===== config.mk =====
export PLATFORM = sky130hd
export DESIGN_NAME = bca_seq_ctrl
export DESIGN_NICKNAME = d
export VERILOG_FILES = /design/src/source/bca_ctrl_pkg.sv /design/src/source/ekf_data_pkg.sv /design/src/source/bca_seq_ctrl.sv
export SDC_FILE = /design/constraint.sdc
export NUM_CORES = 1
export LEC_CHECK = 0
export ABC_CLOCK_PERIOD_IN_PS = 4900
export BUFFER_PORTS_ARGS = -buffer_cell sky130_fd_sc_hd__buf_2
export CAP_MARGIN = 20
export CELL_PAD_IN_SITES_DETAIL_PLACEMENT = 1
export CELL_PAD_IN_SITES_GLOBAL_PLACEMENT = 1
export CORE_MARGIN = 2
export CORE_UTILIZATION = 41
export DETAILED_ROUTE_END_ITERATION = 7
export GPL_TIMING_DRIVEN = 0
export PLACE_DENSITY = 0.82
export SYNTH_ARGS = -nofsm -noshare
export SYNTH_HDL_FRONTEND = slang
export SYNTH_SLANG_ARGS = --single-unit
export TNS_END_PERCENT = 10

===== constraint.sdc =====
create_clock -name clk -period 4.9 [get_ports clk]
set_clock_uncertainty 0.2 [all_clocks]
set_input_delay 0.98 -clock clk [delete_from_list [all_inputs] [get_ports clk]]
set_output_delay 0.98 -clock clk [all_outputs]
set_load 0.01 [all_outputs]

===== src/source/bca_ctrl_pkg.sv =====
package bca_ctrl_pkg;

  // step counter width, enough for the longest fill
  localparam int step_w = 4;

  // fill modes, encoding kept from the accelerator control FSM
  typedef enum logic [3:0] {
    idle      = 4'b0000,
    transpose = 4'b1001,
    inv       = 4'b1010,
    chi       = 4'b1011,
    nl_prd    = 4'b1100,
    nl_assoc  = 4'b1101,
    nl_new    = 4'b1110,
    nl_upd    = 4'b1111
  } fill_mode_e;

  // rows written per fill mode
  function automatic logic [step_w-1:0] mode_rows(input fill_mode_e mode);
    case (mode)
      nl_prd:    return step_w'(5);
      nl_new:    return step_w'(6);
      nl_upd:    return step_w'(7);
      nl_assoc:  return step_w'(7);
      transpose: return step_w'(4);
      inv:       return step_w'(10);
      chi:       return step_w'(11);
      default:   return '0;
    endcase
  endfunction

endpackage


===== src/source/ekf_data_pkg.sv =====
package ekf_data_pkg;

  localparam int word_w = 32;

  // base address width carried in a fill request
  localparam int addr_w = 8;

  // measurement noise diagonal, fixed point
  localparam logic signed [word_w-1:0] q_11 = 32'h0008_0000;
  localparam logic signed [word_w-1:0] q_22 = 32'h0008_0000;

  // identity diagonal in the same format
  localparam logic signed [word_w-1:0] i_11 = 32'h0008_0000;
  localparam logic signed [word_w-1:0] i_22 = 32'h0008_0000;

  // jacobian terms from the EKF FSM
  typedef struct packed {
    logic signed [word_w-1:0] pad_1;
    logic signed [word_w-1:0] pad_0;
    logic signed [word_w-1:0] fxi_13;
    logic signed [word_w-1:0] fxi_23;
    logic signed [word_w-1:0] gxi_13;
    logic signed [word_w-1:0] gxi_23;
    logic signed [word_w-1:0] gz_11;
    logic signed [word_w-1:0] gz_12;
    logic signed [word_w-1:0] gz_21;
    logic signed [word_w-1:0] gz_22;
    logic signed [word_w-1:0] hz_11;
    logic signed [word_w-1:0] hz_12;
    logic signed [word_w-1:0] hz_21;
    logic signed [word_w-1:0] hz_22;
    logic signed [word_w-1:0] hxi_11;
    logic signed [word_w-1:0] hxi_12;
    logic signed [word_w-1:0] hxi_21;
    logic signed [word_w-1:0] hxi_22;
    logic signed [word_w-1:0] vt_1;
    logic signed [word_w-1:0] vt_2;
  } jacobian_t;

  // low four lanes of a cache row, lane_0 in the lsbs
  typedef struct packed {
    logic signed [word_w-1:0] lane_3;
    logic signed [word_w-1:0] lane_2;
    logic signed [word_w-1:0] lane_1;
    logic signed [word_w-1:0] lane_0;
  } base_row_t;

  typedef struct packed {
    bca_ctrl_pkg::fill_mode_e mode;
    logic [addr_w-1:0]        base;
  } fill_req_t;

endpackage


===== src/source/bca_seq_ctrl.sv =====
`timescale 1ns/1ps

module bca_seq_ctrl #(
  parameter int depth = 32
) (
  input  logic                             clk,
  input  logic                             sys_rst,
  input  logic                             start,
  input  ekf_data_pkg::fill_req_t          req,
  output bca_ctrl_pkg::fill_mode_e         sel,
  output logic [bca_ctrl_pkg::step_w-1:0]  seq_cnt,
  output logic                             step_valid,
  output logic                             wr_en,
  output logic [$clog2(depth)-1:0]         wr_addr,
  output logic                             busy,
  output logic                             done
);

  localparam int aw = $clog2(depth);

  ekf_data_pkg::fill_req_t               req_q;
  logic [bca_ctrl_pkg::step_w-1:0]       rows;
  logic                                  last_step;
  logic [ekf_data_pkg::addr_w-1:0]       next_addr;

  assign rows      = bca_ctrl_pkg::mode_rows(req_q.mode);
  assign last_step = step_valid && (seq_cnt >= rows);
  assign sel       = req_q.mode;

  // row address for the current step, steps count from 1
  assign next_addr = req_q.base + ekf_data_pkg::addr_w'(seq_cnt) - 1'b1;

  always_ff @(posedge clk) begin
    if (sys_rst) begin
      req_q      <= '{mode: bca_ctrl_pkg::idle, base: '0};
      seq_cnt    <= '0;
      step_valid <= 1'b0;
      busy       <= 1'b0;
    end else if (start && !busy) begin
      req_q      <= req;
      seq_cnt    <= bca_ctrl_pkg::step_w'(1);
      step_valid <= 1'b1;
      busy       <= 1'b1;
    end else if (last_step) begin
      seq_cnt    <= '0;
      step_valid <= 1'b0;
      busy       <= 1'b0;
    end else if (step_valid) begin
      seq_cnt <= seq_cnt + 1'b1;
    end
  end

  // write strobe and done line up with the mapper output register
  always_ff @(posedge clk) begin
    if (sys_rst) begin
      wr_en <= 1'b0;
      done  <= 1'b0;
    end else begin
      wr_en <= step_valid;
      done  <= last_step;
    end
  end

  always_ff @(posedge clk) begin
    if (step_valid) begin
      wr_addr <= next_addr[aw-1:0];
    end
  end

  // no back-pressure, so a second start during a fill is dropped
  a_no_start_busy: assert property (
    @(posedge clk) disable iff (sys_rst)
    start |-> !busy
  );

  // base plus mode length has to fit the cache
  a_addr_in_range: assert property (
    @(posedge clk) disable iff (sys_rst)
    step_valid |-> (next_addr < depth)
  );

endmodule


* Yosys cells after proc, flatten, opt, wreduce, memory -nomap -nowiden
Cells that the tools add are included.
Storage, ports and cells: register bits 21, latch bits 0, memory bits (writable) 0, memory bits (read-only) 0, input bits 15, output and inout bits 17, logic and storage cells 32, memories kept 0
Operators by class: add/sub/neg operators 3, multiply operators 0, divide/modulo/power cells 0, order comparisons 1, eq/ne operators 7, shift operators 0, multiplexer cells 6, bitwise gates (word level) 0, reduce and logical (&&, ||, !) cells 7
Operator list (number):
- $eq A4 B4 Y1 const B | 7
- $pmux W4 S6 | 1
- $add A5 B4 Y5 | 1
- $mux W1 | 5
- $sub A5 B1 Y5 const B | 1
- $add A4 B1 Y4 const B | 1
- $ge A4 B4 Y1 | 1
- $reduce_bool A3 Y1 | 1
- $reduce_or A3 Y1 | 1
- $logic_and A1 B1 Y1 | 2
- $reduce_bool A2 Y1 | 1
- $reduce_or A2 Y1 | 1
- $logic_not A1 Y1 | 1

* Logic depth before layout (Yosys ltp)
word-level depth 7, mapped depth 7, mapped depth without buffers 7

* Least setup slack after synthesis
No wires, ideal clock.
path type register to register, start register seq_cnt[1] in the netlist's numbering, end register wr_addr[3] (data pin), library setup time 0.258 ns, data arrival time 1.564 ns, required time 4.442 ns, slack 2.878 ns, cell stages (with the launch flop) 8, path buffers 0, period minus slack after synthesis 2.022 ns, cell sequence dfxtp_1 > inv_1 > ha_1 > inv_1 > ha_1 > inv_1 > fa_1 > xnor2_1
Between the ends: word-level cells in the longest chain between the ends 2
RTL lines:
- from (decl) | line bca_seq_ctrl.sv:11 | output logic [bca_ctrl_pkg::step_w-1:0] seq_cnt,
- from (signal assigned) | line bca_seq_ctrl.sv:41 | seq_cnt <= bca_ctrl_pkg::step_w'(1);
- from (signal assigned) | line bca_seq_ctrl.sv:49 | seq_cnt <= seq_cnt + 1'b1;
- $add A5 B4 Y5 | line bca_seq_ctrl.sv:31 | assign next_addr = req_q.base + ekf_data_pkg::addr_w'(seq_cnt) - 1'b1;
- $sub A5 B1 Y5 | line bca_seq_ctrl.sv:31
- named net next_addr (one bit) | line bca_seq_ctrl.sv:24 | logic [ekf_data_pkg::addr_w-1:0] next_addr;
- to (signal assigned) | line bca_seq_ctrl.sv:66 | wr_addr <= next_addr[aw-1:0];
- to (decl) | line bca_seq_ctrl.sv:14 | output logic [$clog2(depth)-1:0] wr_addr,
The timed path passes the listed nets, and every way through them passes these cells. A chain may end at the register's enable or synchronous reset.

==> results.txt <==
The residual overflow from global routing came out at 0. The floorplan has 19 rows. The tightest hold path in the finished design has a slack of 267 ps. The DRC violation count after routing came out at 0. TritonCTS created 3 clock buffers. The worst setup path is captured at an output pin.

The cell chosen for the clock root is sky130_fd_sc_hd__clkbuf_4. The mapped cell area came out at 1140 sq um. The global-route wire length before repair is 3870 microns.

In this run, distinct cell masters in the synthesized netlist total 28. The detailed router put a total of 1010 microns of wire on met1. The overall die height is 56.7 microns.

The number of cells after detailed placement came out at 180. The highest signal layer in the routed design is met4. The total power of the final layout is 0.352 mW. Setup total negative slack on the finished layout was measured at 0 ps.

The final layout contains routed wiring with a total length of 2300 microns. The instance area after placement came out at 1320 sq um. The setup path with the least slack is of type flop to output pin. The clock period minus worst slack is 2310 ps.

The maximum fanout along the worst path came out at 8. The static leakage came out at 0.619 nW. In the final layout, the multi-input gates occupy 542 sq um. The final-report setup violation count came out at 0. Detailed placement ended at an HPWL of 1870 microns.

The clock insertion delay at the later pin of the skew report came out at 310 ps. The count of fill cells added during filler insertion is 336. After clock tree synthesis, the clock-pin slew on the worst setup and hold paths is 120 ps.

The count of input and output buffers came out at 28. The number of nets with antenna violations after routing came out at 0. The maximum number of pins on one net before global-route repair came out at 12. The layout net count came out at 182.

The initial antenna violation count is 0. The die covers 3210 sq um. The count of routing violations after the opening detailed-route iteration is 11. Each instance of the synthesized netlist takes up on average 9.41 sq um. The measured slew at the worst slew-check pin is 423 ps. The flow ran to the end, and the final reports show no timing, DRC or antenna violations. The routed length on met3 came out at 112 microns. The number of optimization iterations in the first detailed-route pass came out at 4. Cells with a size suffix above 1 make up 28.8% of the layout. The worst endpoint data arrival time is 1130 ps. The effective utilization at floorplan is 42.4%.

Setup repair after global routing left no endpoint under its margin. Routability-driven placement finished with a final weighted congestion of 0.778. Across all layers, the routed design uses 892 vias. The total area of sequential cells is 470 sq um. The synthesized netlist cell count came out at 121. The number of global-route vias before repair is 875.

The clock net in this run drives a total of 21 sinks. The core region area is 2690 sq um. After routing the design area is 1340 sq um. Setup slack on the critical path of the routed design comes to 2590 ps. The share of the core filled with cells in the final layout came out at 50.0%. Synthesis produced a netlist with a net count of 149. The synthesized flop and latch total came out at 21. The met2 wirelength from detailed routing is 1130 microns. After clock tree synthesis, the repair step resized 0 gates.

The relative area change from synthesis to final layout came out at 18.0%. The share of the Yosys chip area taken by registers is 41.3%. The peak clock frequency supported by timing came out at 0.433 GHz. The horizontal die dimension is 56.7 microns. The hold violation total from the final report is 0. Using the TritonRoute via totals, the vias-per-cell ratio works out to 4.85.

During synthesis, Yosys emitted a total of 0 warnings. The total power density per cell area came out at 262 nW/um^2. The category of the worst setup path launch point is a flop. CTS built an H-tree with a depth of 1. Of the available clock period, the critical path in the final layout requires 47.1%. For the worst setup path, the data required time is 3720 ps.

The max-capacitance violation count came out at 0. After clock tree synthesis, the setup repair step added 0 buffers. The post-placement setup slack came out at 2790 ps. TritonCTS built the clock tree. The maximum count of clock buffers along a single path came out at 2.

The worst ir drop on vdd is 0.137 mV. The combined global-route utilization of all metal layers came out at 15.5%. The finished layout holds 184 standard cells, fillers aside. The final-report max-slew violation count is 0.

The average routed wire per standard cell came out at 12.5 microns. The hold-fix buffer count after cts came out at 0. The type of the worst min-delay path is flop to flop. The antenna diode count came out at 0. The I/O pin count is 32. The relative slew slack is 71.8%.
==> synthesized netlist by cell type <==
cell | n | area share [%]
sky130_fd_sc_hd__and2_1 | 1 | 0.55
sky130_fd_sc_hd__buf_4 | 5 | 3.3
sky130_fd_sc_hd__o211ai_1 | 1 | 0.66
sky130_fd_sc_hd__nand3b_1 | 1 | 0.66
sky130_fd_sc_hd__buf_6 | 1 | 0.99
sky130_fd_sc_hd__buf_2 | 2 | 0.88
sky130_fd_sc_hd__nand4_1 | 1 | 0.55
sky130_fd_sc_hd__a211oi_1 | 4 | 2.6
sky130_fd_sc_hd__mux2i_1 | 2 | 1.8
sky130_fd_sc_hd__nand2_1 | 20 | 6.6
sky130_fd_sc_hd__a21o_1 | 2 | 1.3
sky130_fd_sc_hd__inv_1 | 17 | 5.6
sky130_fd_sc_hd__a21oi_2 | 1 | 0.77
sky130_fd_sc_hd__a21oi_1 | 11 | 4.8
sky130_fd_sc_hd__ha_1 | 12 | 13
sky130_fd_sc_hd__xnor2_1 | 4 | 3.1
sky130_fd_sc_hd__nand2b_1 | 1 | 0.55
sky130_fd_sc_hd__o21ai_0 | 2 | 0.88
sky130_fd_sc_hd__edfxtp_1 | 5 | 13
sky130_fd_sc_hd__nor3b_4 | 1 | 1.6
sky130_fd_sc_hd__or2_2 | 1 | 0.55
sky130_fd_sc_hd__o211ai_2 | 2 | 2.2
sky130_fd_sc_hd__clkbuf_1 | 1 | 0.33
sky130_fd_sc_hd__nor2b_1 | 4 | 2.2
sky130_fd_sc_hd__nor3_1 | 1 | 0.44
sky130_fd_sc_hd__fa_1 | 1 | 1.8
sky130_fd_sc_hd__dfxtp_1 | 16 | 28
sky130_fd_sc_hd__xor2_1 | 1 | 0.77
==> flip-flops by register name, summed over array words and instances, names as in the netlist <==
signal,count
done,1
wr_en,1
seq_cnt,4
wr_addr,5
busy,1
req_q,5
sel,4
==> routing by layer <==
layer | global-route usage, % | vias up
met2 | 25.6 | 22
met4 | 8.50 | 0
li1 | - | 455
met3 | 3.00 | 6
met1 | 18.9 | 409
met5 | 0 | -
==> critical path: stages, from the launching register on <==
cell and delay (ps):
sky130_fd_sc_hd__dfxtp_1 540, sky130_fd_sc_hd__buf_4 170, sky130_fd_sc_hd__buf_2 110
==> cell families (layout without fill, tap and decap cells) <==
group / count (synthesis) / count (layout) / share of synthesized area (%)
fa+ha+maj: 13 / 13 / 14.9
buf+inv: 26 / 58 / 11.1
simple gates: 31 / 31 / 13.7
compound gates: 23 / 23 / 13.3
mux: 2 / 2 / 1.76
flops: 21 / 21 / 41.3
xor+xnor: 5 / 5 / 3.85
==> cell usage in the layout (no fill, tap or decap), types with 2 or more instances in the layout <==
cell and instances:
sky130_fd_sc_hd__a211oi_1 4, sky130_fd_sc_hd__a21o_1 2, sky130_fd_sc_hd__a21oi_1 11, sky130_fd_sc_hd__buf_2 30, sky130_fd_sc_hd__buf_4 5, sky130_fd_sc_hd__clkbuf_1 2
sky130_fd_sc_hd__clkbuf_4 3, sky130_fd_sc_hd__dfxtp_1 16, sky130_fd_sc_hd__edfxtp_1 5, sky130_fd_sc_hd__ha_1 12, sky130_fd_sc_hd__inv_1 17, sky130_fd_sc_hd__mux2i_1 2
sky130_fd_sc_hd__nand2_1 20, sky130_fd_sc_hd__nor2b_1 4, sky130_fd_sc_hd__o211ai_2 2, sky130_fd_sc_hd__o21ai_0 2, sky130_fd_sc_hd__xnor2_1 4
==> worst paths after layout <==
kind,from,endpoint,slack [ps],cells past startpoint
setup / recovery,busy,step_valid,2590,2
hold / removal,req_q[1],req_q[1],270,2
setup reg to reg,seq_cnt[1],wr_addr[3],2790,7
hold reg to reg,req_q[1],req_q[1],270,2
==> area by class of cell <==
| type | count | area share (%) |
|---|---|---|
| multi-input combinational | 74 | 40.3 |
| sequential | 21 | 35.0 |
| timing repair buffer | 28 | 10.4 |
| inverter | 17 | 4.75 |
| buffer | 9 | 4.66 |
| tap | 31 | 2.89 |
| clock buffer | 4 | 1.96 |
==> power by group <==
| part | total, mW | internal, mW | switching (mW) |
|---|---|---|---|
| clock network | 0.0851 | 0.0318 | 0.0534 |
| logic | 0.0686 | 0.0329 | 0.0356 |
| registers | 0.198 | 0.190 | 0.00779 |
(Power assumes the default switching activity.)
