## src/source/bca_ctrl_pkg.sv

```systemverilog
package bca_ctrl_pkg;

  // step counter width, enough for the longest fill
  localparam int step_w = 4;

  // fill modes, encoding kept from the accelerator control FSM
  typedef enum logic [3:0] {
    idle      = 4'b0000,
    transpose = 4'b1001,
    inv       = 4'b1010,
    chi       = 4'b1011,
    nl_prd    = 4'b1100,
    nl_assoc  = 4'b1101,
    nl_new    = 4'b1110,
    nl_upd    = 4'b1111
  } fill_mode_e;

  // rows written per fill mode
  function automatic logic [step_w-1:0] mode_rows(input fill_mode_e mode);
    case (mode)
      nl_prd:    return step_w'(5);
      nl_new:    return step_w'(6);
      nl_upd:    return step_w'(7);
      nl_assoc:  return step_w'(7);
      transpose: return step_w'(4);
      inv:       return step_w'(10);
      chi:       return step_w'(11);
      default:   return '0;
    endcase
  endfunction

endpackage

```

## src/source/ekf_data_pkg.sv

```systemverilog
package ekf_data_pkg;

  localparam int word_w = 32;

  // base address width carried in a fill request
  localparam int addr_w = 8;

  // measurement noise diagonal, fixed point
  localparam logic signed [word_w-1:0] q_11 = 32'h0008_0000;
  localparam logic signed [word_w-1:0] q_22 = 32'h0008_0000;

  // identity diagonal in the same format
  localparam logic signed [word_w-1:0] i_11 = 32'h0008_0000;
  localparam logic signed [word_w-1:0] i_22 = 32'h0008_0000;

  // jacobian terms from the EKF FSM
  typedef struct packed {
    logic signed [word_w-1:0] pad_1;
    logic signed [word_w-1:0] pad_0;
    logic signed [word_w-1:0] fxi_13;
    logic signed [word_w-1:0] fxi_23;
    logic signed [word_w-1:0] gxi_13;
    logic signed [word_w-1:0] gxi_23;
    logic signed [word_w-1:0] gz_11;
    logic signed [word_w-1:0] gz_12;
    logic signed [word_w-1:0] gz_21;
    logic signed [word_w-1:0] gz_22;
    logic signed [word_w-1:0] hz_11;
    logic signed [word_w-1:0] hz_12;
    logic signed [word_w-1:0] hz_21;
    logic signed [word_w-1:0] hz_22;
    logic signed [word_w-1:0] hxi_11;
    logic signed [word_w-1:0] hxi_12;
    logic signed [word_w-1:0] hxi_21;
    logic signed [word_w-1:0] hxi_22;
    logic signed [word_w-1:0] vt_1;
    logic signed [word_w-1:0] vt_2;
  } jacobian_t;

  // low four lanes of a cache row, lane_0 in the lsbs
  typedef struct packed {
    logic signed [word_w-1:0] lane_3;
    logic signed [word_w-1:0] lane_2;
    logic signed [word_w-1:0] lane_1;
    logic signed [word_w-1:0] lane_0;
  } base_row_t;

  typedef struct packed {
    bca_ctrl_pkg::fill_mode_e mode;
    logic [addr_w-1:0]        base;
  } fill_req_t;

endpackage

```

## src/source/b_cache_din_map.sv

```systemverilog
`timescale 1ns/1ps

module b_cache_din_map #(
  parameter int lanes = 4
) (
  input  logic                                      clk,
  input  logic                                      sys_rst,
  input  bca_ctrl_pkg::fill_mode_e                  sel,
  input  logic [bca_ctrl_pkg::step_w-1:0]           seq_cnt,
  input  logic                                      step_valid,
  input  ekf_data_pkg::jacobian_t                   jac,
  input  logic [lanes-1:0][ekf_data_pkg::word_w-1:0] c_result,
  input  logic [lanes-1:0][ekf_data_pkg::word_w-1:0] tb_row,
  output logic [lanes-1:0][ekf_data_pkg::word_w-1:0] wr_row
);

  localparam int ww = ekf_data_pkg::word_w;

  logic signed [ww-1:0]              c0;
  logic signed [ww-1:0]              c1;
  logic signed [ww-1:0]              s_11;
  logic signed [ww-1:0]              s_12;
  logic signed [ww-1:0]              s_22;
  logic signed [ww-1:0]              p_11;
  logic signed [ww-1:0]              p_12;
  logic signed [ww-1:0]              det;
  ekf_data_pkg::base_row_t           base;
  logic [lanes-1:0][ww-1:0]          row_nxt;

  assign c0 = c_result[0];
  assign c1 = c_result[1];

  // 2x2 innovation covariance, det and adjugate only
  always_ff @(posedge clk) begin
    if (step_valid && sel == bca_ctrl_pkg::inv) begin
      case (seq_cnt)
        'd3: begin
          s_11 <= c0 + ekf_data_pkg::q_11;
        end
        'd4: begin
          s_12 <= c0;
          p_12 <= c0 * c1;
        end
        'd5: begin
          s_22 <= c1 + ekf_data_pkg::q_22;
          p_11 <= s_11 * c1;
        end
        'd6: begin
          det <= p_11 - p_12;
        end
        default: ;
      endcase
    end
  end

  // lanes 0..3 per mode and step
  always_comb begin
    base = '0;
    case (sel)
      bca_ctrl_pkg::nl_prd: begin
        case (seq_cnt)
          'd1: base.lane_0 = 1;
          'd3: begin
            base.lane_0 = jac.fxi_13;
            base.lane_1 = 1;
          end
          'd4: base.lane_1 = jac.fxi_23;
          'd5: base.lane_2 = 1;
          default: ;
        endcase
      end
      bca_ctrl_pkg::nl_new: begin
        case (seq_cnt)
          'd1: base.lane_0 = 1;
          'd3: begin
            base.lane_0 = jac.gxi_13;
            base.lane_1 = 1;
          end
          'd4: begin
            base.lane_0 = jac.gz_11;
            base.lane_1 = jac.gxi_23;
          end
          'd5: begin
            base.lane_0 = jac.gz_12;
            base.lane_1 = jac.gz_21;
          end
          'd6: base.lane_1 = jac.gz_22;
          default: ;
        endcase
      end
      // association shares the first five rows with update
      bca_ctrl_pkg::nl_upd, bca_ctrl_pkg::nl_assoc: begin
        case (seq_cnt)
          'd1: base.lane_0 = jac.hxi_11;
          'd2: begin
            base.lane_0 = jac.hxi_12;
            base.lane_1 = jac.hxi_21;
          end
          'd3: base.lane_1 = jac.hxi_22;
          'd4: begin
            base.lane_0 = jac.hz_11;
            base.lane_1 = -1;
          end
          'd5: begin
            base.lane_0 = jac.hz_12;
            base.lane_1 = jac.hz_21;
          end
          'd6: begin
            base.lane_0 = (sel == bca_ctrl_pkg::nl_upd) ? jac.vt_1 : ekf_data_pkg::i_11;
            base.lane_1 = jac.hz_22;
          end
          'd7: begin
            if (sel == bca_ctrl_pkg::nl_upd) begin
              base.lane_0 = jac.vt_2;
            end else begin
              base.lane_1 = ekf_data_pkg::i_22;
            end
          end
          default: ;
        endcase
      end
      bca_ctrl_pkg::inv: begin
        case (seq_cnt)
          'd7: base.lane_0 = s_22;
          'd8: begin
            base.lane_0 = -s_12;
            base.lane_1 = -s_12;
          end
          'd9: base.lane_1 = s_11;
          'd10: base.lane_0 = det;
          default: ;
        endcase
      end
      bca_ctrl_pkg::chi: begin
        if (seq_cnt == 'd10 || seq_cnt == 'd11) begin
          base.lane_0 = c0;
        end
      end
      default: ;
    endcase
  end

  // extra lanes stay zero except for transpose copies
  always_comb begin
    row_nxt      = '0;
    row_nxt[3:0] = base;
    if (sel == bca_ctrl_pkg::transpose) begin
      row_nxt = tb_row;
    end
  end

  always_ff @(posedge clk) begin
    if (sys_rst) begin
      wr_row <= '0;
    end else if (step_valid) begin
      wr_row <= row_nxt;
    end
  end

  // sequencer only steps with a latched fill mode
  a_sel_not_idle: assert property (
    @(posedge clk) disable iff (sys_rst)
    step_valid |-> (sel != bca_ctrl_pkg::idle)
  );

endmodule

```

## config.mk

```make
export PLATFORM = sky130hd
export DESIGN_NAME = b_cache_din_map
export DESIGN_NICKNAME = d
export VERILOG_FILES = /design/src/source/bca_ctrl_pkg.sv /design/src/source/ekf_data_pkg.sv /design/src/source/b_cache_din_map.sv
export SDC_FILE = /design/constraint.sdc
export NUM_CORES = 2
export LEC_CHECK = 0
export BUFFER_PORTS_ARGS = -buffer_cell sky130_fd_sc_hd__buf_2
export CORE_AREA = 3 3 405 407
export CTS_CLUSTER_DIAMETER = 50
export DETAILED_ROUTE_END_ITERATION = 8
export DIE_AREA = 0 0 408 410
export PLACE_DENSITY_LB_ADDON = 0.08
export SLEW_MARGIN = 10
export SYNTH_ARGS = -nofsm -noshare
export SYNTH_HDL_FRONTEND = slang
export SYNTH_SLANG_ARGS = --single-unit
```

## constraint.sdc

```tcl
create_clock -name clk -period 9.7 [get_ports clk]
set_input_delay 0.97 -clock clk [delete_from_list [all_inputs] [get_ports clk]]
set_output_delay 0.97 -clock clk [all_outputs]
set_load 0.02 [all_outputs]
```

**After elaboration in Yosys (flattened, before gate mapping)**

Cells that the tools add are included.

- Shift-type cells: 0
- Add/sub/neg operators: 4
- Order comparisons: 0
- Div/mod/pow operators: 0
- Bitwise gates (word level): 0
- Equality and inequality tests: 18
- Mux-type cells: 17
- Reductions and logical operators: 7
- $mul: 2

Operator list:

| cell | number |
|---|---|
| one-hot mux 32 bit (4 select lines) | 3 |
| one-hot mux 32 bit (6 select lines) | 2 |
| one-hot mux 32 bit (2 select lines) | 3 |
| one-hot mux 32 bit (5 select lines) | 1 |
| 2-to-1 mux 128 bit | 1 |
| 2-to-1 mux 32 bit | 4 |
| one-hot mux 32 bit (3 select lines) | 1 |
| adder 32 x 21 -> 32 bit (second input constant) | 2 |
| multiplier 32 x 32 -> 32 bit | 2 |
| == test 4 bit (second input constant) | 11 |
| negator 32 bit | 1 |
| subtractor 32 bit | 1 |
| 2-to-1 mux 20 bit | 1 |
| == test 4 x 3 -> 1 bit (second input constant) | 4 |
| == test 4 x 2 -> 1 bit (second input constant) | 2 |
| AND reduction 2 bit | 4 |
| == test 4 x 1 -> 1 bit (second input constant) | 1 |
| OR reduction 2 bit | 1 |
| logical AND 1 bit | 1 |
| logical OR 1 bit | 1 |
| 2-to-1 mux 1 bit | 1 |

- Input bits: 907
- RAM bits: 0
- ROM bits: 0
- Flip-flop bits (word level): 320
- Output and inout port bits: 128
- Word-level logic and storage cells: 58
- Bits in latches: 0
- Memories kept: 0

**Longest topological paths before layout**

- Depth in word-level cells: 5
- Depth in mapped cells: 27
- Depth with buffers taken out: 25

**Least setup slack after synthesis**

Ideal clock, no wire load.

- Path kind: in2reg
- Start: input c_result[35] in the netlist's numbering
- End: register p_11[28], data pin
- Data arrival time: 7430 ps
- Buffers on the path: 2
- Stages on the path: 22
- Data required time: 9439 ps
- Library setup time: 261 ps
- Slack: 2009 ps
- Cell sequence: clkbuf_1 > clkbuf_1 > and2_1 > fa_1 > fa_1 > inv_1 > fa_1 > fa_1 > inv_1 > fa_1 > fa_1 > fa_1 > fa_1 > ha_1 > a21o_1 > a21o_1 > a21oi_1 > o21ai_0 > a221o_1 > a31oi_1 > nor3_1 > a311o_1

- Word-level cells in the longest chain between the ends: 1

Ends and longest elaborated chain:

| element | line | text |
|---|---|---|
| start, declared | b_cache_din_map.sv:12 | `input logic [lanes-1:0][ekf_data_pkg::word_w-1:0] c_result,` |
| multiplier 32 x 32 -> 32 bit | b_cache_din_map.sv:46 | `p_11 <= s_11 * c1;` |
| end signal, assigned | b_cache_din_map.sv:46 |  |
| end, declared | b_cache_din_map.sv:24 | `logic signed [ww-1:0] p_11;` |

No other way between the ends.
A chain may end at the register's enable or synchronous reset.

**Worst setup path after layout**

- Start: input c_result[34] in the netlist's numbering
- End: register p_11[28], data pin

Same word-level chain as after synthesis.

==> reports/results.tsv <==
stage	metric	value	unit
outcome	status	complete, no violations	
yosys	ys.warnings.count	0	
floorplan	pin_count	1035	
grt	overflow	0	
yosys	synth_most_common_cell	inv_1	
pwr	p_int	0.0126	W
cts	cts_tree	done	
floorplan	die-area	0.167	mm2
yosys	avgSynthCellArea	8.90	um2
cts	clk_latency	680	ps
floorplan	coreArea	0.161	mm2
drt	post-route-drc-count	0	
cts	clk_path_buf_depth	3	
cells_and_area	regArea	0.00833	mm2
pwr	power_leakage	27.9	nW
yosys	ys_ff_latch	320	
sta	finalSetupViolCount	0	
cells_and_area	fillCellCount	16800	
pwr	seqPwrFrac	9.8	%
cts	cts_resized	0	
cts	cts_sinks	320	
drt	ant_nets	0	
sta	period_share	83.2	%
place	portBuffers	906	
drt	dr.pass1.iters	8	
cts	htreeDepth	2	
yosys	synth_top_area_share	31.7	%
sta	min_period	8070	ps
cts	numCtsBuffers	56	
grt	grt_pass1_vias	47700	
yosys	ys_top_cells_by_area	fa_1 32%, edfxtp_1 11%, ha_1 8.1%	
cts	cts_root_buf	clkbuf_16	
pwr	ir_worst_vdd	0.724	mV
drt	avgViaCountPerCell	5.30	
critical_path	endpoint_kind	flip-flop	
grt	grt_start_max_net_pins	105	
floorplan	die_h	410	um
sta	finalHoldViolCount	0	
grt	grt_pass1_wl	385	mm
cells_and_area	drive_above_1_share	18.2	%
yosys	async_reset_ff_share	0	%
pwr	clkPwrFrac	8.0	%
yosys	synth_cells	5800	
drt	wl_per_cell	32.0	um
yosys	syn-num-nets	7858	
critical_path	r2r_slack	1720	ps
critical_path	crit_type	input pin to flip-flop	
yosys	synth_edf_count	192	
sta	holdWs	465	ps
pwr	power_density	421	mW/mm2
yosys	yosys.cell_types.count	75	
worst_hold_path	hold_path_class	flip-flop to flip-flop	
sta	maxSlewHeadroom	17.6	%
yosys	synth_seq_area_share	16.1	%
floorplan	die_w	408	um
sta	grt_setup_unrepaired	no	
pwr	p_sw	0.0129	W
pwr	combinationalPowerShare	82.2	%
drt	routed_wl	280	mm
floorplan	initial_core_util	32.2	%
critical_path	cp.required	10100	ps
drt	drt-initial-drc-count	4445	
floorplan	rows	147	
cells_and_area	multiInputGateArea	0.0385	mm2
sta	finalClockSkew	34.5	ps
cts	ctsHoldBuffers	0	
cts	cts_setup_buffers	0	
yosys	synth_top_area_cell	fa_1	
cells_and_area	nets	8561	
critical_path	arrival	8470	ps
place	hpwlAfterDp	229	mm
cts	path_clk_slew	60	ps
yosys	netlist_area	0.0516	mm2
grt	antenna_found_initial	122	
critical_path	crit_path_start_kind	input pin	
sta	slew_viol_final	0	
pwr	switching_share	50.4	%
cells_and_area	syn_to_final_growth	17.3	%
sta	max_freq	124	MHz
yosys	ys_top_cells_by_count	944 x inv_1, 817 x fa_1, 657 x nand2_1	
run	cap_violations	0	
grt	grt_util_all_layers	32.8	%
place	globalplace.congestion	1.00	
critical_path	path_max_fanout	43	
sta	worst_pin_slew	1240	ps
sta	fin_tns_setup	0	ps
drt	vias	46400	
yosys	synthFlopType	edfxtp_1	
-- per-stage QoR --
step / instance area, um2 / total power (W) / instances / setup WS (ps) / util (%)
after floorplan: 51600 / 0.0178 / 5800 / 2010 / -
after global placement: 58500 / 0.0236 / 8605 / 1010 / 36.4
after detailed placement: 58500 / 0.0236 / 8605 / 988 / 36.4
after CTS: 60400 / 0.0258 / 8709 / 1700 / 37.6
after global routing: 60500 / 0.0283 / 8731 / 1440 / 37.7
final: 60500 / 0.0255 / 8751 / 1630 / 37.7
-- cell usage in the layout (no fill, tap or decap), drive strengths merged, types with 23 or more instances in the layout --
| cell type | instances |
|---|---|
| nor3 | 130 |
| fa | 817 |
| xor2 | 51 |
| nand3 | 95 |
| mux2 | 31 |
| a22o | 35 |
| inv | 957 |
| and2 | 643 |
| nand2b | 82 |
| edfxtp | 192 |
| a22oi | 50 |
| a21oi | 284 |
| a21o | 23 |
| mux2i | 66 |
| xnor2 | 191 |
| ha | 334 |
| nor2 | 212 |
| buf | 1023 |
| dfxtp | 128 |
| diode | 42 |
| nand2 | 657 |
| a222oi | 42 |
| o21ai | 90 |
| a221oi | 62 |
| clkbuf | 68 |
-- worst paths after layout --
kind	from	endpoint	cells past startpoint
min reg2reg	wr_row[113]	wr_row[113]	2
min	wr_row[113]	wr_row[113]	2
max	c_result[34]	p_11[28]	21
max reg2reg	s_11[10]	p_11[28]	22
-- power by group through the flow --
stage	sequential, W	clock [W]	combinational (W)
floorplan	0.00257	0	0.0152
global placement	0.00252	0	0.0210
detailed placement	0.00252	0	0.0211
CTS	0.00249	0.00207	0.0213
global route	0.00249	0.00213	0.0237
finish	0.00249	0.00204	0.0210
-- flip-flops by register name (all words and copies together), names as in the netlist --
register  cells
wr_row      128
s_22         32
s_12         32
s_11         32
p_11         32
p_12         32
det          32
-- critical path, cell delays in order --
cell and delay, ps:
buf_2 840, buf_4 360, and2_1 180, fa_1 410, fa_1 490, inv_1 50, fa_1 480, fa_1 550
inv_1 60, fa_1 480, fa_1 570, fa_1 430, fa_1 450, ha_1 360, a21o_1 190, a21oi_1 190
o21ai_0 100, a221o_1 380, a31oi_1 430, nor3_1 100, a311o_1 290
-- cells by family (layout without fill, tap and decap cells) --
family	after synthesis	count (layout)	synth area share, %
buf+inv	1323	2072	9.63
other cells	0	42	0
compound gates	743	743	9.63
xor+xnor	242	242	4.11
flops	320	320	16.1
mux	97	97	1.96
fa+ha+maj	1151	1151	39.8
simple gates	1924	1924	18.8
-- layer usage --
layer,routed length [um],part of all wire [%],up-vias,global-route usage (%)
met4,18300,6.5,18,18.1
met2,128000,46,2132,52.6
li1,-,-,19900,-
met1,113000,40,23800,42.0
met5,104,0.037,-,0
met3,20500,7.3,501,5.77
-- final cells by class --
cell class	instances	share of cell area, %
Inverter	944	5.85
Clock inverter	37	0.692
Timing Repair Buffer	1024	9.06
Clock buffer	67	2.48
Antenna cell	42	0.174
Multi-Input combinational cell	4157	63.5
Tap cell	2160	4.46
Sequential cell	320	13.8
No activity file was read; power rests on OpenSTA's default activity.
